## config.mk

```make
export PLATFORM = sky130hd
export DESIGN_NAME = mem_port
export DESIGN_NICKNAME = d
export VERILOG_FILES = /design/src/source/spram_pkg.sv /design/src/source/mem_port.sv
export SDC_FILE = /design/constraint.sdc
export NUM_CORES = 1
export LEC_CHECK = 0
export BUFFER_PORTS_ARGS = -buffer_cell sky130_fd_sc_hd__buf_2
export CAP_MARGIN = 15
export CORE_UTILIZATION = 33
export DETAILED_ROUTE_END_ITERATION = 12
export HOLD_SLACK_MARGIN = 0.03
export PLACE_DENSITY = 0.81
export SYNTH_ARGS = -nofsm -noshare
export SYNTH_HDL_FRONTEND = slang
export SYNTH_SLANG_ARGS = --single-unit
```

## constraint.sdc

```tcl
create_clock -name clk -period 2.1 [get_ports clk]
set_clock_uncertainty 0.1 [all_clocks]
set_input_delay 0.21 -clock clk [delete_from_list [all_inputs] [get_ports clk]]
set_output_delay 0.21 -clock clk [all_outputs]
set_load 0.05 [all_outputs]
```

## src/source/spram_pkg.sv

```systemverilog
// **********************************************************************
// Shared sizes and bus structs for the 32K x 32 single-port memory
// subsystem. Imported by the RTL and the testbench.
// **********************************************************************
package spram_pkg;

    // memory geometry
    localparam int addr_w      = 15;           // 32K words
    localparam int bank_addr_w = 14;           // 16K words per bank
    localparam int data_w      = 32;
    localparam int half_w      = 16;           // one bank is half a word
    localparam int be_w        = data_w / 8;   // one enable per byte
    localparam int mask_w      = 4;            // nibble write mask per bank
    localparam int nib_w       = half_w / mask_w;

    localparam int bank_words  = 1 << bank_addr_w;

    // request toward the memory, one access per beat
    typedef struct packed {
        logic [addr_w-1:0] addr;               // word address
        logic [data_w-1:0] wdata;
        logic [be_w-1:0]   be;                 // byte enables, active high
        logic              we;                 // 1 = write
    } mem_req_t;

    // read response, writes return nothing
    typedef struct packed {
        logic [data_w-1:0] rdata;
    } mem_rsp_t;

endpackage : spram_pkg

```

## src/source/mem_port.sv

```systemverilog
// **********************************************************************
// Valid/ready front end for the single-port memory. Forwards accepted
// requests, tracks one read held in the banks and moves it into a
// registered response with its own valid/ready.
// **********************************************************************
module mem_port (
    input  logic                         clk,
    input  logic                         arst_n,

    // request channel
    input  spram_pkg::mem_req_t          req,
    input  logic                         req_valid,
    output logic                         req_ready,

    // response channel
    output spram_pkg::mem_rsp_t          rsp,
    output logic                         rsp_valid,
    input  logic                         rsp_ready,

    // memory side
    output spram_pkg::mem_req_t          mem_req,
    output logic                         mem_en,
    input  logic [spram_pkg::data_w-1:0] rdata
);
    logic accept;                    // request taken this edge
    logic rd_accept;
    logic pending;                   // read data waiting in the banks
    logic load;                      // banks -> response register
    logic drain;                     // response consumed

    assign drain = rsp_valid & rsp_ready;

    // response register is free now or frees at this edge
    assign load = pending & (~rsp_valid | rsp_ready);

    // a new access would overwrite the held bank output
    assign req_ready = ~pending | load;

    assign accept    = req_valid & req_ready;
    assign rd_accept = accept & ~req.we;

    // access goes to the banks at the accepting edge
    assign mem_en  = accept;
    assign mem_req = req;

    // pending read tracking, a new read refills it as the old one leaves
    always_ff @(posedge clk or negedge arst_n) begin
        if (!arst_n) begin
            pending <= 1'b0;
        end else if (rd_accept) begin
            pending <= 1'b1;
        end else if (load) begin
            pending <= 1'b0;
        end
    end

    // response valid
    always_ff @(posedge clk or negedge arst_n) begin
        if (!arst_n) begin
            rsp_valid <= 1'b0;
        end else if (load) begin
            rsp_valid <= 1'b1;
        end else if (drain) begin
            rsp_valid <= 1'b0;
        end
    end

    // response data, held while stalled
    always_ff @(posedge clk) begin
        if (load) begin
            rsp.rdata <= rdata;
        end
    end

endmodule : mem_port

```

==> metrics.yaml, run 1 <==
reg2regPathDepth: 3
dp_slack_ns: 0.639
reg2reg_from: "rsp_valid"
post-route-util: 0.462
ys_ff_latch: 34
wl_per_cell_um: 15.0
final.setup.worst_slack_ns: 0.618
grt_pass1_wl_um: 3840
dieArea_sq_um: 4690
maxSlewViolCount: 0
final_cell_mix: "72 x buf_2, 33 x dlygate4sd3_1, 32 x edfxtp_1, 5 x clkbuf_8"
cpPeakStageDelay_ns: 0.42
fin_crit_sh: 0.706
area_growth_syn_to_layout_pct: 30.4
critPathCaptureType: "output port"
cts_buffers: 5
cts_sinks: 34
drt-total-wl_um: 3050
grt_overflow_total: 0
crit_slowest_cell: "dfrtp_1"
start_util: 0.354
p_total_mw: 1.51
drtAntennaViolNets: 0
cts.path.max_buffers: 2
dpl_cell_area_sq_um: 1500
r2r-end: "rsp[10]"
worst_setup_path_start_kind: "register"
synth_cell_types: 9
synth_area_leaders: "edfxtp_1 66%, buf_4 27%, dfrtp_1 3.4%"
hp-start: "req[0]"
die_w_um: 68.5
antenna_found_initial: 0
grt_max_degree: 33
post-route-cell-area_sq_um: 1900
cts_tree: "yes"
place_congestion: 0.589
row_count: 23
hold_path_class: "input port to register"
post_cts_resized: 0
setup_tns_ns: 0
first_iter_violations: 32
syn-num-nets: 181
port_buffers: 72
postSynthCellCount: 93
arrival_ns: 1.17
finalSetupViolations: 0
crit_start: "rsp_valid"
route.vias.total: 854
drv_cap: 0
min_period_ns: 1.48
cts_setup_buffers: 0
crit_type: "register to output port"
insertion_delay_ns: 0.27
first_global_vias: 817
synth_top_area_share: 0.659
path_clk_slew_ns: 0.06
yosysWarnings: 0
synth_area_leader_cell: "edfxtp_1"
dieHeight_um: 68.5
io-pin-count: 175
endpoint: "mem_en"
drive_gt1_frac: 0.523
leakage_nw: 0.825
cts_htree_levels: 2
fin_nets: 242
rsz0062_at_grt: "false"
reg2reg_slack_ns: 0.65
antenna_cells: 0
first_pass_iters: 3
syn_avg_cell_area_sq_um: 15.7
final_common_cell: "buf_2"
tightest_slew_ns: 0.393
hold_violations: 0
slew_headroom: 0.738
fmax_mhz: 675
power.density_nw_per_um2: 793
crit_required_ns: 1.79
dp_hpwl_um: 2200
synth_seq_area_share: 0.694
core_area_sq_um: 4120
grt_usage: 0.123
cp_max_fo: 3
status: "finished clean"
route.detailed.drc: 0
synthesis.area_sq_um: 1460
peakVddDrop_mv: 0.248
path_cells: "nand3b_4 -> and2_4 -> buf_2"
avgViaCountPerCell: 4.21
ctsRootBufferMaster: "clkbuf_8"
==> where the power goes <==
part | switching (mW) | internal (mW)
Combinational | 0.199 | 0.0977
Sequential | 0.0124 | 0.793
Clock | 0.190 | 0.215
Total | 0.401 | 1.11
==> worst min-delay path by stage <==
stage / endpoint / slack (ns) / cells past startpoint
after floorplan: pending / -0.19 / 0
final: pending / 0.04 / 2
after detailed placement: pending / -0.1 / 1
after CTS: pending / 0.03 / 2
after global routing: pending / 0.04 / 2
after global placement: pending / -0.10 / 1
==> Yosys cell counts (all sizes together) <==
cell	count
o21ai	1
buf	52
nand2b	2
dfrtp	2
edfxtp	32
and2	2
inv	1
nand3b	1
==> cell type report <==
class / instances / area, sq um
inverter: 1 / 3.75
timing repair buffer: 106 / 698
sequential: 34 / 1010
clock inverter: 1 / 3.75
fill: 365 / 2210
clock buffer: 5 / 68.8
tap: 50 / 62.6
multi-input combinational: 6 / 52.6
==> registers in the layout (all words and copies together) (netlist names) <==
register	cells
pending	1
rsp	32
rsp_valid	1
==> through the flow <==
| stage | hold WS, ns | instances |
|---|---|---|
| detailed placement | -0.0965 | 164 |
| floorplan | -0.186 | 93 |
| CTS | 0.0311 | 203 |
| global placement | -0.101 | 164 |
| global route | 0.0357 | 203 |
| finish | 0.0384 | 203 |
==> metal layers <==
layer | wire (um) | up-vias | track usage
li1 | - | 380 | -
met1 | 1110 | 365 | 0.110
met2 | 1340 | 92 | 0.194
met3 | 478 | 17 | 0.0817
met4 | 117 | 0 | 0.0964
met5 | 0 | - | 0
==> critical path, delay by kind of cell (launching register included) <==
kind	cells	cell delay (ns)
buf+inv	1	0.25
flops	1	0.42
simple gates	2	0.24
==> cells by family (layout without fill, tap and decap cells) <==
| kind of cell | after synthesis | after routing | synth area share |
|---|---|---|---|
| buffers and inverters | 53 | 113 | 0.270 |
| flip-flops | 34 | 34 | 0.694 |
| AND/OR/NAND/NOR | 5 | 5 | 0.0326 |
| AO/OA/AOI/OAI | 1 | 1 | 0.00343 |
==> what timing repair did <==
item / in CTS / in global routing
endpoints found under the hold margin: 34 / 0
hold buffers: 33 / 0
setup endpoints to repair: 0 / 0
Power figures use the tool's default switching activity.
==> run 2: changes to the inputs <==
==> constraint.sdc (replaced) <==
create_clock -name clk -period 1.4 [get_ports clk]
set_clock_uncertainty 0.1 [all_clocks]
set_input_delay 0.14 -clock clk [delete_from_list [all_inputs] [get_ports clk]]
set_output_delay 0.14 -clock clk [all_outputs]
set_load 0.05 [all_outputs]
==> run 2 against run 1 <==
Core utilization up 1.3 points. First-iteration DRC count grew 88%. Worst hold slack got worse by 0.0060 ns. Combinational power is 58% higher. Flip-flop and latch count unchanged. Final area up 2.8%. Total power up 54%. Clock-buffer cell count rose by 2. Global-route usage increased by 1.6 points. Register-to-register slack got worse by 0.50 ns. Via count rose by 0.70%. Die area did not move. Critical path type unchanged.
==> metrics.yaml, run 2 (synthesis results as in run 1) <==
status: "finished clean"  # unchanged
fin_crit_sh: 0.963
arrival_ns: 1.11  # was 1.17 ns
route.detailed.drc: 0  # unchanged
power.density_nw_per_um2: 1190  # was 793 nW/um^2
nFillCells: 362  # was 365
io-pin-count: 175  # unchanged
first_pass_iters: 4  # was 3
cts_tree: "yes"  # unchanged
drt-total-wl_um: 3390  # was 3050 um
path_clk_slew_ns: 0.06  # about the same
cts_htree_levels: 2  # unchanged
drtAntennaViolNets: 0  # unchanged
final_cells: 206  # was 203
area_growth_syn_to_layout_pct: 34.0  # was 30.4%
grt_pass1_wl_um: 4300  # was 3840 um
largest_register_ffs: 32  # unchanged
leakage_nw: 0.844  # was 0.825 nW
post-route-util: 0.475  # was 0.462
rsz0062_at_grt: "false"  # unchanged
port_buffers: 72  # unchanged
hold_path_class: "input port to register"  # unchanged
dieHeight_um: 68.5  # unchanged
hold_violations: 0  # unchanged
cts_sinks: 34  # unchanged
first_global_vias: 860  # was 817
start_util: 0.354  # unchanged
worst_setup_path_start_kind: "register"  # unchanged
insertion_delay_ns: 0.27  # about the same
fmax_mhz: 742
slew_headroom: 0.830  # was 0.738
grt_max_degree: 20  # was 33
dieArea_sq_um: 4690  # unchanged
final_cell_mix: "71 x buf_2, 34 x dlygate4sd3_1, 32 x edfxtp_1, 5 x clkbuf_8"  # was 72 x buf_2, 33 x dlygate4sd3_1, 32 x edfxtp_1, 5 x clkbuf_8
avgViaCountPerCell: 4.17  # was 4.21
peakVddDrop_mv: 0.343  # was 0.248 mV
cts.path.max_buffers: 2  # unchanged
grt_overflow_total: 0  # unchanged
route.vias.total: 860  # was 854
place_congestion: 0.627  # was 0.589
fin_nets: 244  # was 242
dpl.cell_count: 165  # was 164
largest-register: "rsp"  # unchanged
maxSlewViolCount: 0  # unchanged
finalSetupViolations: 0  # unchanged
final_common_cell: "buf_2"  # unchanged
drive_gt1_frac: 0.532  # was 0.523
cts_buffers: 5  # unchanged
row_count: 23  # unchanged
cp_max_fo: 3  # unchanged
drv_cap: 0  # unchanged
wl_per_cell_um: 16.5  # was 15.0 um
die_w_um: 68.5  # unchanged
crit_type: "register to output port"  # unchanged
ctsRootBufferMaster: "clkbuf_8"  # unchanged
critPathCaptureType: "output port"  # unchanged
antenna_found_initial: 0  # unchanged
tightest_slew_ns: 0.257  # was 0.393 ns
antenna_cells: 0  # unchanged
min_period_ns: 1.35
core_area_sq_um: 4120  # unchanged
first_iter_violations: 60  # was 32
reg_top3: "rsp: 32 flops, pending: 1 flops, rsp_valid: 1 flops"  # unchanged
crit_required_ns: 1.16  # was 1.79 ns
grt_usage: 0.139  # was 0.123
==> run 2: cell types whose count changed in the layout (fill, tap and decap cells not counted) <==
cell | before | now
and2_1 | 1 | 0
dlygate4sd3_1 | 33 | 34
dfrtp_1 | 2 | 1
clkbuf_1 | 0 | 2
and2_4 | 1 | 2
buf_12 | 0 | 2
dfrtp_2 | 0 | 1
clkinv_1 | 1 | 0
buf_2 | 72 | 71
==> run 2: critical path: stages (launching register included) <==
cell	delay, ns
dfrtp_2	0.43
nand3b_4	0.09
and2_4	0.14
buf_4	0.18
==> run 2: final timing paths <==
path                        endpoint      start  depth (start not counted)  slack, ns
setup reg to reg              rsp[7]  rsp_valid                          3       0.15
hold reg to reg            rsp_valid    pending                          1       0.45
hold / removal               pending  req_valid                          3       0.03
min in group asynchronous  rsp_valid     arst_n                          2       0.09
setup / recovery              mem_en  rsp_valid                          3       0.05
max in group asynchronous  rsp_valid     arst_n                          2       1.00
==> run 2: layout make-up <==
type / instances / area, sq um / share of cell area
Timing Repair Buffer: 108 / 743 / 0.381
Multi-Input combinational cell: 6 / 55.1 / 0.0282
Clock buffer: 7 / 76.3 / 0.0391
Inverter: 1 / 3.75 / 0.00192
Tap cell: 50 / 62.6 / 0.0320
Sequential cell: 34 / 1010 / 0.518
==> run 2: repair_timing <==
action,4_1_cts,5_1_grt
hold endpoints to repair,35,0
hold buffers,34,0
setup buffers,0,0
gates resized for setup,1,0
endpoints found under the setup margin,1,0
==> run 2: report_power, final <==
group | leakage, nW | internal [mW] | switching, mW
clock | 0.0383 | 0.342 | 0.300
sequential | 0.323 | 1.19 | 0.0193
combinational | 0.483 | 0.167 | 0.302
==> run 2: metal layers <==
layer	track usage	routed length [um]	up-vias
met5	0.0125	0	-
met4	0.0703	121	0
met3	0.103	635	20
met2	0.246	1640	104
met1	0.109	993	350
li1	-	-	386
==> run 2: stage by stage <==
| step | cell area [sq um] | power, mW | TNS [ns] | setup WS, ns | hold slack [ns] |
|---|---|---|---|---|---|
| after global routing | 1950 | 2.42 | 0 | 0.0176 | 0.0441 |
| after detailed placement | 1530 | 1.63 | 0 | 0.145 | -0.172 |
| final | 1950 | 2.32 | 0 | 0.0517 | 0.0324 |
| after floorplan | 1460 | 1.88 | -0.912 | -0.0285 | -0.256 |
| after global placement | 1530 | 1.62 | 0 | 0.173 | -0.175 |
| after CTS | 1950 | 2.34 | 0 | 0.0371 | 0.0331 |
==> run 3: changes to the inputs <==
--- a/config.mk
+++ b/config.mk
@@ -7,10 +7,13 @@
 export LEC_CHECK = 0
 export BUFFER_PORTS_ARGS = -buffer_cell sky130_fd_sc_hd__buf_2
 export CAP_MARGIN = 15
+export CORE_ASPECT_RATIO = 1.5
+export CORE_MARGIN = 2
 export CORE_UTILIZATION = 33
+export CTS_CLUSTER_SIZE = 16
 export DETAILED_ROUTE_END_ITERATION = 12
 export HOLD_SLACK_MARGIN = 0.03
-export PLACE_DENSITY = 0.81
+export PLACE_DENSITY = 0.89
 export SYNTH_ARGS = -nofsm -noshare
 export SYNTH_HDL_FRONTEND = slang
 export SYNTH_SLANG_ARGS = --single-unit
==> run 3 against run 2 <==
Clock power rose by 3%. Critical endpoint unchanged. Combinational power barely moved. Largest cell class unchanged. Largest power group unchanged. Routed wire length rose by 16%. Sequential power barely moved.
==> metrics.yaml, run 3 (synthesis results as in run 1) <==
status: "finished clean"  # unchanged
path_cells: "nand3b_4 -> and2_4 -> buf_6"  # was nand3b_4 -> and2_4 -> buf_4
fin_nets: 244  # unchanged
drt-total-wl_um: 3950  # was 3390 um
largest_register_ffs: 32  # unchanged
fin_crit_sh: 0.943  # was 0.963
route.detailed.drc: 0  # unchanged
hold_violations: 0  # unchanged
worst_setup_path_start_kind: "register"  # unchanged
reg2reg_from: "rsp_valid"  # unchanged
dieHeight_um: 85.4  # was 68.5 um
cts_setup_buffers: 0  # unchanged
grt_overflow_total: 0  # unchanged
cts_sinks: 34  # unchanged
finalSetupViolations: 0  # unchanged
peakVddDrop_mv: 0.652  # was 0.343 mV
crit_required_ns: 1.16  # about the same
worst_hold_slack_ns: 0.0242  # was 0.0324 ns
post-route-cell-area_sq_um: 1960  # was 1950 sq um
first_global_vias: 944  # was 860
cts_tree: "yes"  # unchanged
leakage_nw: 0.848  # was 0.844 nW
dpl_cell_area_sq_um: 1530  # about the same
critPathCaptureType: "output port"  # unchanged
grt_max_degree: 19  # was 20
route.vias.total: 868  # was 860
cpPeakStageDelay_ns: 0.42  # was 0.43 ns
grt_pass1_wl_um: 5490  # was 4300 um
path_clk_slew_ns: 0.07  # was 0.06 ns
final_cell_mix: "71 x buf_2, 34 x dlygate4sd3_1, 32 x edfxtp_1, 5 x clkbuf_8"  # unchanged
first_iter_violations: 9  # was 60
antenna_cells: 0  # unchanged
die_w_um: 58.3  # was 68.5 um
final.setup.worst_slack_ns: 0.0803  # was 0.0517 ns
insertion_delay_ns: 0.27  # about the same
crit_slowest_cell: "dfrtp_1"  # was dfrtp_2
place_congestion: 0.686  # was 0.627
cts.path.max_buffers: 2  # unchanged
drv_cap: 0  # unchanged
fmax_mhz: 758  # was 742 MHz
path_buf_inv: 1  # unchanged
critPathTopFamily: "flip-flops"  # unchanged
crit_type: "register to output port"  # unchanged
avgViaCountPerCell: 4.28  # was 4.17
hold_path_class: "input port to register"  # unchanged
reg2regPathDepth: 3  # unchanged
io-pin-count: 175  # unchanged
hold_path_depth: 3  # unchanged
core_area_sq_um: 4250  # was 4120 sq um
antenna_found_initial: 0  # unchanged
dp_slack_ns: 0.150  # was 0.145 ns
area_growth_syn_to_layout_pct: 34.5  # was 34.0%
port_buffers: 72  # unchanged
maxSlewViolCount: 0  # unchanged
cp_max_fo: 3  # unchanged
r2r-end: "rsp[24]"  # was rsp[7]
slew_headroom: 0.822  # was 0.830
first_pass_iters: 3  # was 4
cts_buffers: 5  # unchanged
start_util: 0.343  # was 0.354
cts_htree_levels: 2  # unchanged
tightest_slew_ns: 0.269  # was 0.257 ns
min_period_ns: 1.32  # was 1.35 ns
grt_usage: 0.162  # was 0.139
drive_gt1_frac: 0.541  # was 0.532
arrival_ns: 1.08  # was 1.11 ns
rsz0062_at_grt: "false"  # unchanged
final_common_cell: "buf_2"  # unchanged
reg2reg_slack_ns: 0.15  # about the same
hp-start: "req_valid"  # unchanged
wl_per_cell_um: 19.4  # was 16.5 um
dieArea_sq_um: 4980  # was 4690 sq um
largest-register: "rsp"  # unchanged
whs_endpoint: "pending"  # unchanged
row_count: 29  # was 23
drtAntennaViolNets: 0  # unchanged
ctsRootBufferMaster: "clkbuf_8"  # unchanged
power.density_nw_per_um2: 1190  # about the same
reg_top3: "rsp: 32 flops, pending: 1 flops, rsp_valid: 1 flops"  # unchanged
[run 3: cell count changes in the layout (fill, tap and decap cells not counted)]
cell and change:
clkinvlp_4 +1, buf_6 +1, clkinv_2 +1, clkbuf_1 -2
clkinv_1 +1, buf_4 -1
[run 3: final cells by class]
type,instances,area (sq um)
clock buffers,5,68.8
clock inverters,3,16.3
fillers,397,2280
inverters,1,3.75
multi-input cells,6,55.1
flip-flops and latches,34,1010
well taps,46,57.6
repair buffers,108,747
[run 3: layer usage]
| layer | part of all wire | global-route usage | vias to the layer above |
|---|---|---|---|
| met4 | 0.073 | 0.131 | 0 |
| met1 | 0.20 | 0.0988 | 364 |
| li1 | - | - | 386 |
| met5 | 0 | 0 | - |
| met2 | 0.44 | 0.227 | 88 |
| met3 | 0.28 | 0.206 | 30 |
[run 3: metrics by stage]
step                utilization  setup TNS [ns]  total power, mW  cells
finish                    0.462               0             2.33    203
global route              0.462               0             2.43    203
CTS                       0.463               0             2.37    204
detailed placement        0.360               0             1.62    161
global placement          0.360               0             1.62    161
floorplan                     -          -0.912             1.88     93
[run 3: worst reg2reg max path, delay by kind of cell (launching register included)]
family	cells	cell delay, ns
and+or+nand+nor	2	0.28
buffers and inverters	1	0.15
DFF	1	0.43
[run 3: how the worst max path moves through the flow]
stage / end / depth (start not counted) / slack (ns) / startpoint
after floorplan: rsp[0] / 2 / -0.03 / rsp_valid
after global placement: rsp[24] / 3 / 0.17 / rsp_valid
after detailed placement: rsp[8] / 3 / 0.15 / rsp_valid
after CTS: mem_en / 3 / 0.03 / rsp_valid
after global routing: mem_en / 3 / 0.03 / pending
final: mem_en / 3 / 0.08 / pending
[run 3: repair_timing]
item,in CTS,in global routing
endpoints found under the setup margin,1,2
gates resized for setup,1,1
hold buffers,35,0
endpoints found under the hold margin,35,0
[run 3: power by group]
part	switching [mW]	leakage (nW)	internal [mW]
Clock	0.320	0.0416	0.339
Combinational	0.299	0.484	0.168
Sequential	0.0178	0.323	1.19
